$ cat src/common/spmv_pkg.sv
package spmv_pkg;

   // ******************************
   // dispatch instruction
   // ******************************

   localparam logic [2:0] KIND_NONE    = 3'd0;
   localparam logic [2:0] KIND_AEG_WR  = 3'd1;
   localparam logic [2:0] KIND_AEG_RD  = 3'd2;
   localparam logic [2:0] KIND_CUSTOM  = 3'd3;

   // custom opcodes 0 and 2 are accepted without effect
   localparam logic [4:0] CAEP_NOP0    = 5'd0;
   localparam logic [4:0] CAEP_ISSUE   = 5'd1;
   localparam logic [4:0] CAEP_NOP2    = 5'd2;

   localparam int N_AEG = 2;

   typedef struct packed {
      logic [2:0]  kind;
      logic [4:0]  caep;
      logic [5:0]  unused;
      logic [17:0] aeg_idx;
   } cae_inst_t;

   typedef struct packed {
      logic aegidx_err;
      logic unimpl_err;
   } cae_exc_t;

   // ******************************
   // chain words
   // ******************************

   typedef logic [47:0] accum_t;

   typedef enum logic [3:0] {
      OP_NOP    = 4'd0,
      OP_RST    = 4'd1,
      OP_ADD    = 4'd2,
      OP_RETURN = 4'd3
   } pe_op_e;

   // target 15 reaches every element on an add
   localparam logic [3:0] PE_BROADCAST = 4'd15;

   typedef struct packed {
      pe_op_e      opcode;
      logic [3:0]  pe;
      logic [7:0]  pad;
      accum_t      operand;
   } pe_cmd_t;

   typedef struct packed {
      pe_op_e      opcode;
      logic [3:0]  pe;
      logic [55:0] value;
   } pe_ret_t;

   // the same 64 bits are read as a command on the way in
   // and as a return once an element has answered
   typedef union packed {
      pe_cmd_t cmd;
      pe_ret_t ret;
   } pe_word_u;

endpackage
$ cat src/hw/cae_pers_top.sv
`timescale 1ns/1ps

module cae_pers_top #(
   parameter int N_PE      = 4,
   parameter int PE_STAGES = 2
) (
   input  logic                clk,
   input  logic                r_reset,
   input  spmv_pkg::cae_inst_t cae_inst_i,
   input  logic [63:0]         cae_data_i,
   input  logic                cae_inst_vld_i,
   output logic [63:0]         cae_ret_data_o,
   output logic                cae_ret_data_vld_o,
   output spmv_pkg::cae_exc_t  cae_exception_o,
   output logic                cae_idle_o,
   output logic                cae_stall_o
);
   import spmv_pkg::*;

   logic     aeg_wr;
   logic     aeg_rd;
   logic     aeg_idx_sel;
   logic     issue;
   pe_word_u aeg0_word;
   logic     ret_we;
   pe_word_u ret_word;
   logic     chain_done;

   // index 0 is the head, index N_PE the drain
   pe_word_u        chain_word [N_PE+1];
   logic [N_PE:0]   chain_vld;

   cae_decode u_decode (
      .clk             (clk),
      .r_reset         (r_reset),
      .cae_inst_i      (cae_inst_i),
      .cae_inst_vld_i  (cae_inst_vld_i),
      .aeg_wr_o        (aeg_wr),
      .aeg_rd_o        (aeg_rd),
      .aeg_idx_sel_o   (aeg_idx_sel),
      .issue_o         (issue),
      .cae_exception_o (cae_exception_o)
   );

   aeg_regs u_aeg (
      .clk                (clk),
      .r_reset            (r_reset),
      .cae_data_i         (cae_data_i),
      .aeg_wr_i           (aeg_wr),
      .aeg_rd_i           (aeg_rd),
      .aeg_idx_sel_i      (aeg_idx_sel),
      .ret_we_i           (ret_we),
      .ret_word_i         (ret_word),
      .aeg0_word_o        (aeg0_word),
      .cae_ret_data_o     (cae_ret_data_o),
      .cae_ret_data_vld_o (cae_ret_data_vld_o)
   );

   pe_issue u_issue (
      .clk          (clk),
      .r_reset      (r_reset),
      .issue_i      (issue),
      .aeg0_word_i  (aeg0_word),
      .chain_done_i (chain_done),
      .head_word_o  (chain_word[0]),
      .head_vld_o   (chain_vld[0]),
      .cae_idle_o   (cae_idle_o),
      .cae_stall_o  (cae_stall_o)
   );

   // ******************************
   // systolic element row
   // ******************************

   for (genvar g = 0; g < N_PE; g++) begin : gen_pe
      spmv_pe #(
         .PE_ID     (g),
         .PE_STAGES (PE_STAGES)
      ) u_pe (
         .clk     (clk),
         .r_reset (r_reset),
         .word_i  (chain_word[g]),
         .vld_i   (chain_vld[g]),
         .word_o  (chain_word[g+1]),
         .vld_o   (chain_vld[g+1])
      );
   end

   pe_collect u_collect (
      .word_i       (chain_word[N_PE]),
      .vld_i        (chain_vld[N_PE]),
      .ret_we_o     (ret_we),
      .ret_word_o   (ret_word),
      .chain_done_o (chain_done)
   );

endmodule

$ cat src/pe_chain/pe_collect.sv
`timescale 1ns/1ps

module pe_collect (
   input  spmv_pkg::pe_word_u word_i,
   input  logic               vld_i,
   output logic               ret_we_o,
   output spmv_pkg::pe_word_u ret_word_o,
   output logic               chain_done_o
);
   import spmv_pkg::*;

   logic is_return;

   // any word leaving the chain ends the busy window
   assign chain_done_o = vld_i;

   // only return words go back to AEG0, whether an element answered or not
   assign is_return  = (word_i.ret.opcode == OP_RETURN);
   assign ret_we_o   = vld_i && is_return;
   assign ret_word_o = word_i;

endmodule

$ cat src/pe_chain/spmv_pe.sv
`timescale 1ns/1ps

module spmv_pe #(
   parameter int PE_ID     = 0,
   parameter int PE_STAGES = 2
) (
   input  logic               clk,
   input  logic               r_reset,
   input  spmv_pkg::pe_word_u word_i,
   input  logic               vld_i,
   output spmv_pkg::pe_word_u word_o,
   output logic               vld_o
);
   import spmv_pkg::*;

   accum_t                 acc_q;
   pe_word_u               next_word;
   pe_word_u               stage_word [PE_STAGES];
   logic [PE_STAGES-1:0]   stage_vld;
   logic                   hit;

   assign hit = (word_i.cmd.pe == 4'(PE_ID));

   // ******************************
   // accumulator
   // ******************************

   always_ff @(posedge clk) begin
      if (r_reset) begin
         acc_q <= '0;
      end else if (vld_i) begin
         case (word_i.cmd.opcode)
            OP_RST: acc_q <= '0;
            OP_ADD: begin
               if (hit || word_i.cmd.pe == PE_BROADCAST) begin
                  acc_q <= acc_q + word_i.cmd.operand;
               end
            end
            default: ;
         endcase
      end
   end

   // return aimed here picks up the accumulator
   always_comb begin
      next_word = word_i;
      if (word_i.cmd.opcode == OP_RETURN && hit) begin
         next_word.ret.value = 56'(acc_q);
      end
   end

   // ******************************
   // chain stages
   // ******************************

   always_ff @(posedge clk) begin
      if (r_reset) begin
         stage_vld <= '0;
      end else begin
         stage_vld[0] <= vld_i;
         for (int s = 1; s < PE_STAGES; s++) begin
            stage_vld[s] <= stage_vld[s-1];
         end
      end
   end

   always_ff @(posedge clk) begin
      stage_word[0] <= next_word;
      for (int s = 1; s < PE_STAGES; s++) begin
         stage_word[s] <= stage_word[s-1];
      end
   end

   assign word_o = stage_word[PE_STAGES-1];
   assign vld_o  = stage_vld[PE_STAGES-1];

endmodule

$ cat src/pe_chain/pe_issue.sv
`timescale 1ns/1ps

module pe_issue (
   input  logic               clk,
   input  logic               r_reset,
   input  logic               issue_i,
   input  spmv_pkg::pe_word_u aeg0_word_i,
   input  logic               chain_done_i,
   output spmv_pkg::pe_word_u head_word_o,
   output logic               head_vld_o,
   output logic               cae_idle_o,
   output logic               cae_stall_o
);
   import spmv_pkg::*;

   pe_word_u head_word_q;
   logic     head_vld_q;
   logic     busy_q;
   logic     accept;

   // a second issue while the chain is busy is dropped
   assign accept = issue_i && !busy_q;

   always_ff @(posedge clk) begin
      if (r_reset) begin
         head_vld_q <= 1'b0;
      end else begin
         head_vld_q <= accept;
      end
   end

   always_ff @(posedge clk) begin
      if (accept) begin
         head_word_q <= aeg0_word_i;
      end
   end

   // busy from the head cycle until the word drains
   always_ff @(posedge clk) begin
      if (r_reset) begin
         busy_q <= 1'b0;
      end else if (accept) begin
         busy_q <= 1'b1;
      end else if (chain_done_i) begin
         busy_q <= 1'b0;
      end
   end

   assign head_word_o = head_word_q;
   assign head_vld_o  = head_vld_q;
   assign cae_stall_o = busy_q;
   assign cae_idle_o  = !busy_q;

endmodule

$ cat src/hw/aeg_regs.sv
`timescale 1ns/1ps

module aeg_regs (
   input  logic               clk,
   input  logic               r_reset,
   input  logic [63:0]        cae_data_i,
   input  logic               aeg_wr_i,
   input  logic               aeg_rd_i,
   input  logic               aeg_idx_sel_i,
   input  logic               ret_we_i,
   input  spmv_pkg::pe_word_u ret_word_i,
   output spmv_pkg::pe_word_u aeg0_word_o,
   output logic [63:0]        cae_ret_data_o,
   output logic               cae_ret_data_vld_o
);
   import spmv_pkg::*;

   logic [63:0] aeg_q [N_AEG];
   logic [63:0] rd_data_q;
   logic        rd_vld_q;

   // ******************************
   // register file
   // ******************************

   // a host write overrides a write-back in the same cycle
   always_ff @(posedge clk) begin
      if (r_reset) begin
         for (int i = 0; i < N_AEG; i++) begin
            aeg_q[i] <= '0;
         end
      end else begin
         if (ret_we_i) begin
            aeg_q[0] <= ret_word_i;
         end
         if (aeg_wr_i) begin
            aeg_q[aeg_idx_sel_i] <= cae_data_i;
         end
      end
   end

   assign aeg0_word_o = aeg_q[0];

   // ******************************
   // host read return
   // ******************************

   always_ff @(posedge clk) begin
      if (r_reset) begin
         rd_vld_q <= 1'b0;
      end else begin
         rd_vld_q <= aeg_rd_i;
      end
   end

   // registered read data
   always_ff @(posedge clk) begin
      if (aeg_rd_i) begin
         rd_data_q <= aeg_q[aeg_idx_sel_i];
      end
   end

   assign cae_ret_data_o     = rd_data_q;
   assign cae_ret_data_vld_o = rd_vld_q;

endmodule

$ cat src/hw/cae_decode.sv
`timescale 1ns/1ps

module cae_decode (
   input  logic                clk,
   input  logic                r_reset,
   input  spmv_pkg::cae_inst_t cae_inst_i,
   input  logic                cae_inst_vld_i,
   output logic                aeg_wr_o,
   output logic                aeg_rd_o,
   output logic                aeg_idx_sel_o,
   output logic                issue_o,
   output spmv_pkg::cae_exc_t  cae_exception_o
);
   import spmv_pkg::*;

   logic     is_wr;
   logic     is_rd;
   logic     is_custom;
   logic     bad_kind;
   logic     bad_caep;
   logic     idx_ok;
   cae_exc_t exc_q;

   always_comb begin
      is_wr     = 1'b0;
      is_rd     = 1'b0;
      is_custom = 1'b0;
      bad_kind  = 1'b0;
      if (cae_inst_vld_i) begin
         case (cae_inst_i.kind)
            KIND_NONE:   ;
            KIND_AEG_WR: is_wr = 1'b1;
            KIND_AEG_RD: is_rd = 1'b1;
            KIND_CUSTOM: is_custom = 1'b1;
            default:     bad_kind = 1'b1;
         endcase
      end
   end

   assign idx_ok = cae_inst_i.aeg_idx < 18'(N_AEG);

   // bad index never reaches the register file
   assign aeg_wr_o      = is_wr && idx_ok;
   assign aeg_rd_o      = is_rd && idx_ok;
   assign aeg_idx_sel_o = cae_inst_i.aeg_idx[0];

   assign issue_o  = is_custom && (cae_inst_i.caep == CAEP_ISSUE);
   assign bad_caep = is_custom && (cae_inst_i.caep != CAEP_NOP0) &&
                     (cae_inst_i.caep != CAEP_ISSUE) && (cae_inst_i.caep != CAEP_NOP2);

   // one-cycle exception pulses
   always_ff @(posedge clk) begin
      if (r_reset) begin
         exc_q <= '0;
      end else begin
         exc_q.aegidx_err <= (is_wr || is_rd) && !idx_ok;
         exc_q.unimpl_err <= bad_kind || bad_caep;
      end
   end

   assign cae_exception_o = exc_q;

endmodule

$ cat config.mk
export PLATFORM = sky130hd
export DESIGN_NAME = cae_pers_top
export DESIGN_NICKNAME = d
export VERILOG_FILES = /design/src/common/spmv_pkg.sv /design/src/hw/cae_pers_top.sv /design/src/pe_chain/pe_collect.sv /design/src/pe_chain/spmv_pe.sv /design/src/pe_chain/pe_issue.sv /design/src/hw/aeg_regs.sv /design/src/hw/cae_decode.sv
export SDC_FILE = /design/constraint.sdc
export NUM_CORES = 1
export LEC_CHECK = 0
export CAP_MARGIN = 10
export CORE_MARGIN = 2
export CORE_UTILIZATION = 69
export CTS_BUF_LIST = sky130_fd_sc_hd__clkbuf_16
export DETAILED_ROUTE_END_ITERATION = 16
export DONT_BUFFER_PORTS = 1
export PLACE_DENSITY_LB_ADDON = 0.12
export SLEW_MARGIN = 20
export SYNTH_ARGS = -nofsm -noshare
export SYNTH_HDL_FRONTEND = slang
export SYNTH_HIERARCHICAL = 1
export SYNTH_SLANG_ARGS = --single-unit
$ cat constraint.sdc
create_clock -name clk -period 18.1 [get_ports clk]
set_input_delay 3.62 -clock clk [delete_from_list [all_inputs] [get_ports clk]]
set_output_delay 3.62 -clock clk [all_outputs]
set_load 0.02 [all_outputs]
# Word-level counts from Yosys, hierarchy flattened
# Memories as Yosys holds them, arrays and structs flattened. A register that Yosys moved wholly into a read port is not among the register bits.
# Cells that the tools add are included.
# totals
regBits	205
latch_bits	0
ramBits	640
rom_bits	0
in_bits	99
out_inout_bits	69
word_cells	123
mem_count	5
# mem_list
name	words	width	rd	rd_ports_with_merged_regs	wr	line_no	source
gen_pe[0].u_pe.stage_word	2	64	2	0	2	spmv_pe.sv:18	pe_word_u stage_word [PE_STAGES];
gen_pe[1].u_pe.stage_word	2	64	2	0	2	spmv_pe.sv:18	
gen_pe[2].u_pe.stage_word	2	64	2	0	2	spmv_pe.sv:18	
gen_pe[3].u_pe.stage_word	2	64	2	0	2	spmv_pe.sv:18	
u_aeg.aeg_q	2	64	2	2	2	aeg_regs.sv:18	logic [63:0] aeg_q [N_AEG];
# op_classes
add_sub_neg	4
n_mul	0
div_mod_pow	0
order_cmp	1
eq_ne	30
n_shift	0
muxes	34
bitwise_logic	1
n_reduce_logical	35
# op_table
cell	count
case mux 48 bit (2 select lines)	4
two-way mux 56 bit	4
adder 48 bit	4
two-way mux 48 bit	4
two-way mux 64 bit	2
OR reduction 64 bit	1
equality test 4 x 2 -> 1 bit (second input constant)	11
equality test 4 x 1 -> 1 bit (second input constant)	5
two-way mux 1 bit	20
< comparator 18 x 2 -> 1 bit (second input constant)	1
equality test 4 bit (second input constant)	4
logical AND 1 bit	13
AND reduction 3 bit	4
nonzero test 2 bit	5
inequality test 2 x 1 -> 1 bit (second input constant)	4
equality test 3 x 2 -> 1 bit (second input constant)	2
logical OR 1 bit	6
equality test 5 x 1 -> 1 bit (second input constant)	1
inequality test 5 x 1 -> 1 bit (second input constant)	1
inequality test 5 x 2 -> 1 bit (second input constant)	1
nonzero test 5 bit	1
logical NOT 4 bit	1
OR reduction 4 bit	1
equality test 3 x 1 -> 1 bit (second input constant)	1
3 further kinds	4

# Logic depth before layout (Yosys ltp)
# logic_depth
word_depth	9
ltp_mapped	12
depth_no_buf	11

# Hierarchy
# Netlist, hierarchy kept.
# modules_own_cells
mod	n_inst	cells_each	area_per_inst_um2	seq_area_each_um2
spmv_pe (gen_pe[1].u_pe ...)	2	817	7987.7	3563.4
spmv_pe (gen_pe[3].u_pe)	1	856	8165.3	3563.4
aeg_regs	1	561	8036.5	5785.5
spmv_pe (gen_pe[0].u_pe)	1	813	8029.0	3563.4
pe_issue	1	71	1989.4	1961.9
pe_collect	1	67	503.0	0.0
cae_decode	1	23	181.4	40.0

# Worst setup path before layout
# Ideal clock, no wire load.
# synth_path
path_type	input to register
startpoint	input port cae_inst_i[13] (netlist name)
endpoint	register u_aeg.rd_data_q[0] (netlist: u_aeg/cae_ret_data_o[0]) (read register of u_aeg.aeg_q), enable pin
setup_ns	0.647
t_arrival_ns	10.269
t_required_ns	17.453
path_slack_ns	7.184
cell_stages	2
n_path_buf	0
cell_sequence	or4_4 nor4_1
# synth_via
elab_chain_cells	2
# synth_lines
element	line_no	source
start, declared	cae_pers_top.sv:9	input spmv_pkg::cae_inst_t cae_inst_i,
< comparator 18 x 2 -> 1 bit	cae_decode.sv:40	assign idx_ok = cae_inst_i.aeg_idx < 18'(N_AEG);
logical AND 1 bit	cae_decode.sv:44	assign aeg_rd_o = is_rd && idx_ok;
named net aeg_rd	cae_pers_top.sv:21	logic aeg_rd;
end, declared	aeg_regs.sv:19	logic [63:0] rd_data_q;
# The timed path passes the listed nets, and every way through them passes these cells.
# A chain may end at the register's enable or synchronous reset.

==> run_results.csv <==
group,metric,value,unit
synth,synth_cell_types,95,
finish,area_delta_synth_final,3.21,%
synth,synth.area.top_cells,"dfxtp_1 (33%), edfxtp_1 (18%), mux2_2 (6.7%)",
setup_path,r2r_cells,10,
detailed_routing,wl_per_cell,23.5,µm
power,finalPower,4.28,mW
hold_path,hp-class,"reg -> reg",
detailed_routing,wl_met1,46500,µm
synth,synth_mux_area_share,6.81,%
timing,rsz0062_at_grt,"false",
grt,grt_overflow,0,
placed_design,placed_cell_area,41000,µm²
synth,synth_top_flop_cell,"dfxtp_1",
synth,synth-compound-area-share,13.6,%
finish,finish.utilization,71.8,%
timing,setup_violations,0,
power,p_leak,17.6,nW
clocking,htreeDepth,3,
detailed_routing,met3WireLength,7610,µm
synth,synth_top_family_by_area,"compound AO/OA/AOI/OAI gates",
setup_path,worstSetupPathType,"in -> reg",
die,num_io_pins,168,
clocking,clock_sinks,973,
setup_path,end_kind,"flop",
placed_design,post-place-ws,11.19,ns
grt,grt_use_total,33.5,%
hold_path,hold_path.startpoint,"gen_pe[2].u_pe/stage_word[0][26]",
setup_path,timing.rr.end,"gen_pe[0].u_pe/acc_q[46]",
clocking,path_clk_slew,0.07,ns
timing,fmax,0.159,GHz
placed_design,dp_cells,4398,
detailed_routing,topRoutingLayerUsed,"met4",
placed_design,place_congestion,0.973,
timing,drv_slew,0,
hold_path,whs_path_depth,0,
clocking,cts_buffer_depth,3,
finish,final_cells,4580,
detailed_routing,routed-via-count,28500,
synth,synth_simple_gate_area_share,11.4,%
detailed_routing,wl_met2,48500,µm
timing,worst_slack,11.80,ns
power,p_int,3.39,mW
grt,grt_max_degree,191,
die,fp.dieArea,64200,µm²
synth,synthXorXnorAreaFrac,3.25,%
synth,avgSynthCellArea,10.7,µm²
timing,period_share,34.8,%
clocking,worstSkewPairLatency,0.67,ns
setup_path,cp-start-kind,"primary input",
hold_path,hold-path-endpoint,"gen_pe[2].u_pe/stage_word[0][90]",
setup_path,critPathArrivalTime,6.56,ns
setup_path,required,18.36,ns
detailed_routing,first_pass_iters,6,
synth,yosys.area.top_type,"dfxtp_1",
clocking,cts_buffers,95,
synth,synth.top_cell.area_share,33.5,%
power,pwr-share-comb,0.7,%
clocking,cts_hold_buf,0,
die,die_x,253,µm
synth,synth_edf_count,256,
synth,synth_seq_cells,973,
power,p_per_area,96.8,nW/µm²
power,switching_share,20.9,%
synth,async_flop_share,0,%
synth,yosys_warnings,6,
detailed_routing,routed_wl,108000,µm
timing,whs,0.319,ns
placed_design,io_buffers,0,
setup_path,r2r_slack,14.53,ns
placed_design,dp_hpwl,75200,µm
detailed_routing,drt_iter0_drc,3031,
synth,synth_nets,4316,
finish,final_cell_area,44300,µm²
grt,grt_pass1_wl,164000,µm
synth,synth_area,42900,µm²
finish,fin_nets,3949,
detailed_routing,drtAntennaViolNets,0,
synth,yosys.area_share.adder,5.67,%
clocking,ctsResizeCount,0,
die,die_y,253,µm
power,peakVddDrop,0.000106,V
synth,syn_inst,4025,
timing,worstMarginPinSlew,1.03,ns
detailed_routing,viasPerCell,6.22,
die,core-area,61600,µm²
setup_path,worst_r2r_startpoint,"u_issue/head_word_o[57]",
die,fp-row-count,91,
setup_path,path_max_fanout,65,
timing,tns,0,ns
clocking,post-cts-setup-buffer-count,0,
synth,seq_area_frac_synth,51.4,%
timing,max_slew_margin,31.1,%
timing,fin_skew,0.0369,ns
flow_run,drv_cap,0,
timing,period_minus_slack,6.30,ns
power,p_sw,0.893,mW
clocking,cts_tree,"done",
power,pwr-share-clk,46.8,%
finish,drive_gt1_share,13.4,%
grt,grt_pass1_vias,27600,
grt,antenna_found_initial,4,
timing,finalHoldViolCount,0,
power,power.share.sequential,52.5,%
status,status,"complete, no violations",
die,start_util,69.6,%
clocking,cts-root-buf,"clkbuf_16",
detailed_routing,drc,0,
cell usage in the layout, fill, tap and decap left out, types with 72 or more instances in the layout:
cell type / count
dfxtp_1: 717
nand2_1: 330
a21oi_1: 270
edfxtp_1: 256
mux2_2: 254
nor2_1: 198
ha_1: 188
o21ai_0: 171
nand3_1: 118
and2_1: 113
clkbuf_16: 99
xnor2_1: 92
a22oi_1: 83
a21o_1: 82
inv_1: 72
logic make-up (layout without fill, tap and decap cells):
| logic type | after synthesis | in the layout |
|---|---|---|
| and+or+nand+nor | 1008 | 1008 |
| DFF | 973 | 973 |
| AOI/OAI and AO/OA | 891 | 891 |
| buffers and inverters | 542 | 256 |
| muxes | 260 | 260 |
| adders and majority gates | 192 | 192 |
| xor gates and xnor gates | 159 | 159 |
| other | 0 | 4 |
synth_stat cells, types with 67 or more instances:
master,n
a21o_1,82
a21oi_1,270
a22oi_1,83
and2_1,113
buf_4,337
clkbuf_1,94
dfxtp_1,717
edfxtp_1,256
ha_1,188
mux2_2,254
nand2_1,331
nand3_1,118
nor2_1,198
o21ai_0,171
xnor2_1,92
xor2_1,67
worst max-delay path, cell delays in order:
cell and delay, ns:
nor4_1 0.29, nand4_1 0.22, nor4_1 0.54, nor2b_4 0.24, buf_4 0.64, or3_2 0.23
buf_4 0.74
routing by layer:
metal	global-route usage [%]	up-vias
li1	-	13400
met1	46.0	13700
met2	52.1	1229
met3	5.69	219
met4	15.5	0
met5	0	-
state kept, by name (all words and copies together) (netlist names):
| name | count |
|---|---|
| u_aeg/cae_ret_data_vld_o | 1 |
| gen_pe.u_pe/stage_word | 512 |
| u_issue/cae_stall_o | 1 |
| u_decode/cae_exception_o | 2 |
| u_aeg/cae_ret_data_o | 64 |
| u_issue/head_vld_o | 1 |
| u_issue/head_word_o | 64 |
| u_aeg/aeg_q | 128 |
| gen_pe.u_pe/acc_q | 192 |
| gen_pe.u_pe/stage_vld | 8 |
cell type report:
cell class	count	area (µm²)
antenna	4	10.0
clock buffer	99	2480
sequential	973	22000
timing repair buffer	24	180
multi-input combinational	2510	17500
fill	4321	17300
tap	837	1050
clock inverter	79	754
inverter	54	203
power groups by stage:
stage	clock network (mW)	registers [mW]	logic (mW)
finish	2.01	2.25	0.0304
global route	2.12	2.25	0.0321
CTS	2.03	2.25	0.0302
detailed placement	0	2.30	0.0297
global placement	0	2.29	0.0293
floorplan	0	2.29	0.0299
how the worst max path moves through the flow:
stage                              start                       to  cells past startpoint
final                      cae_inst_i[4]       u_aeg/aeg_q[0][23]                      7
after global routing       cae_inst_i[4]       u_aeg/aeg_q[0][23]                      7
after CTS                  cae_inst_i[4]       u_aeg/aeg_q[0][39]                      7
after detailed placement   cae_inst_i[4]       u_aeg/aeg_q[0][39]                      7
after global placement    cae_inst_i[17]       u_aeg/aeg_q[0][39]                      7
after floorplan           cae_inst_i[13]  u_aeg/cae_ret_data_o[0]                      2
No activity file was read; power rests on OpenSTA's default activity.
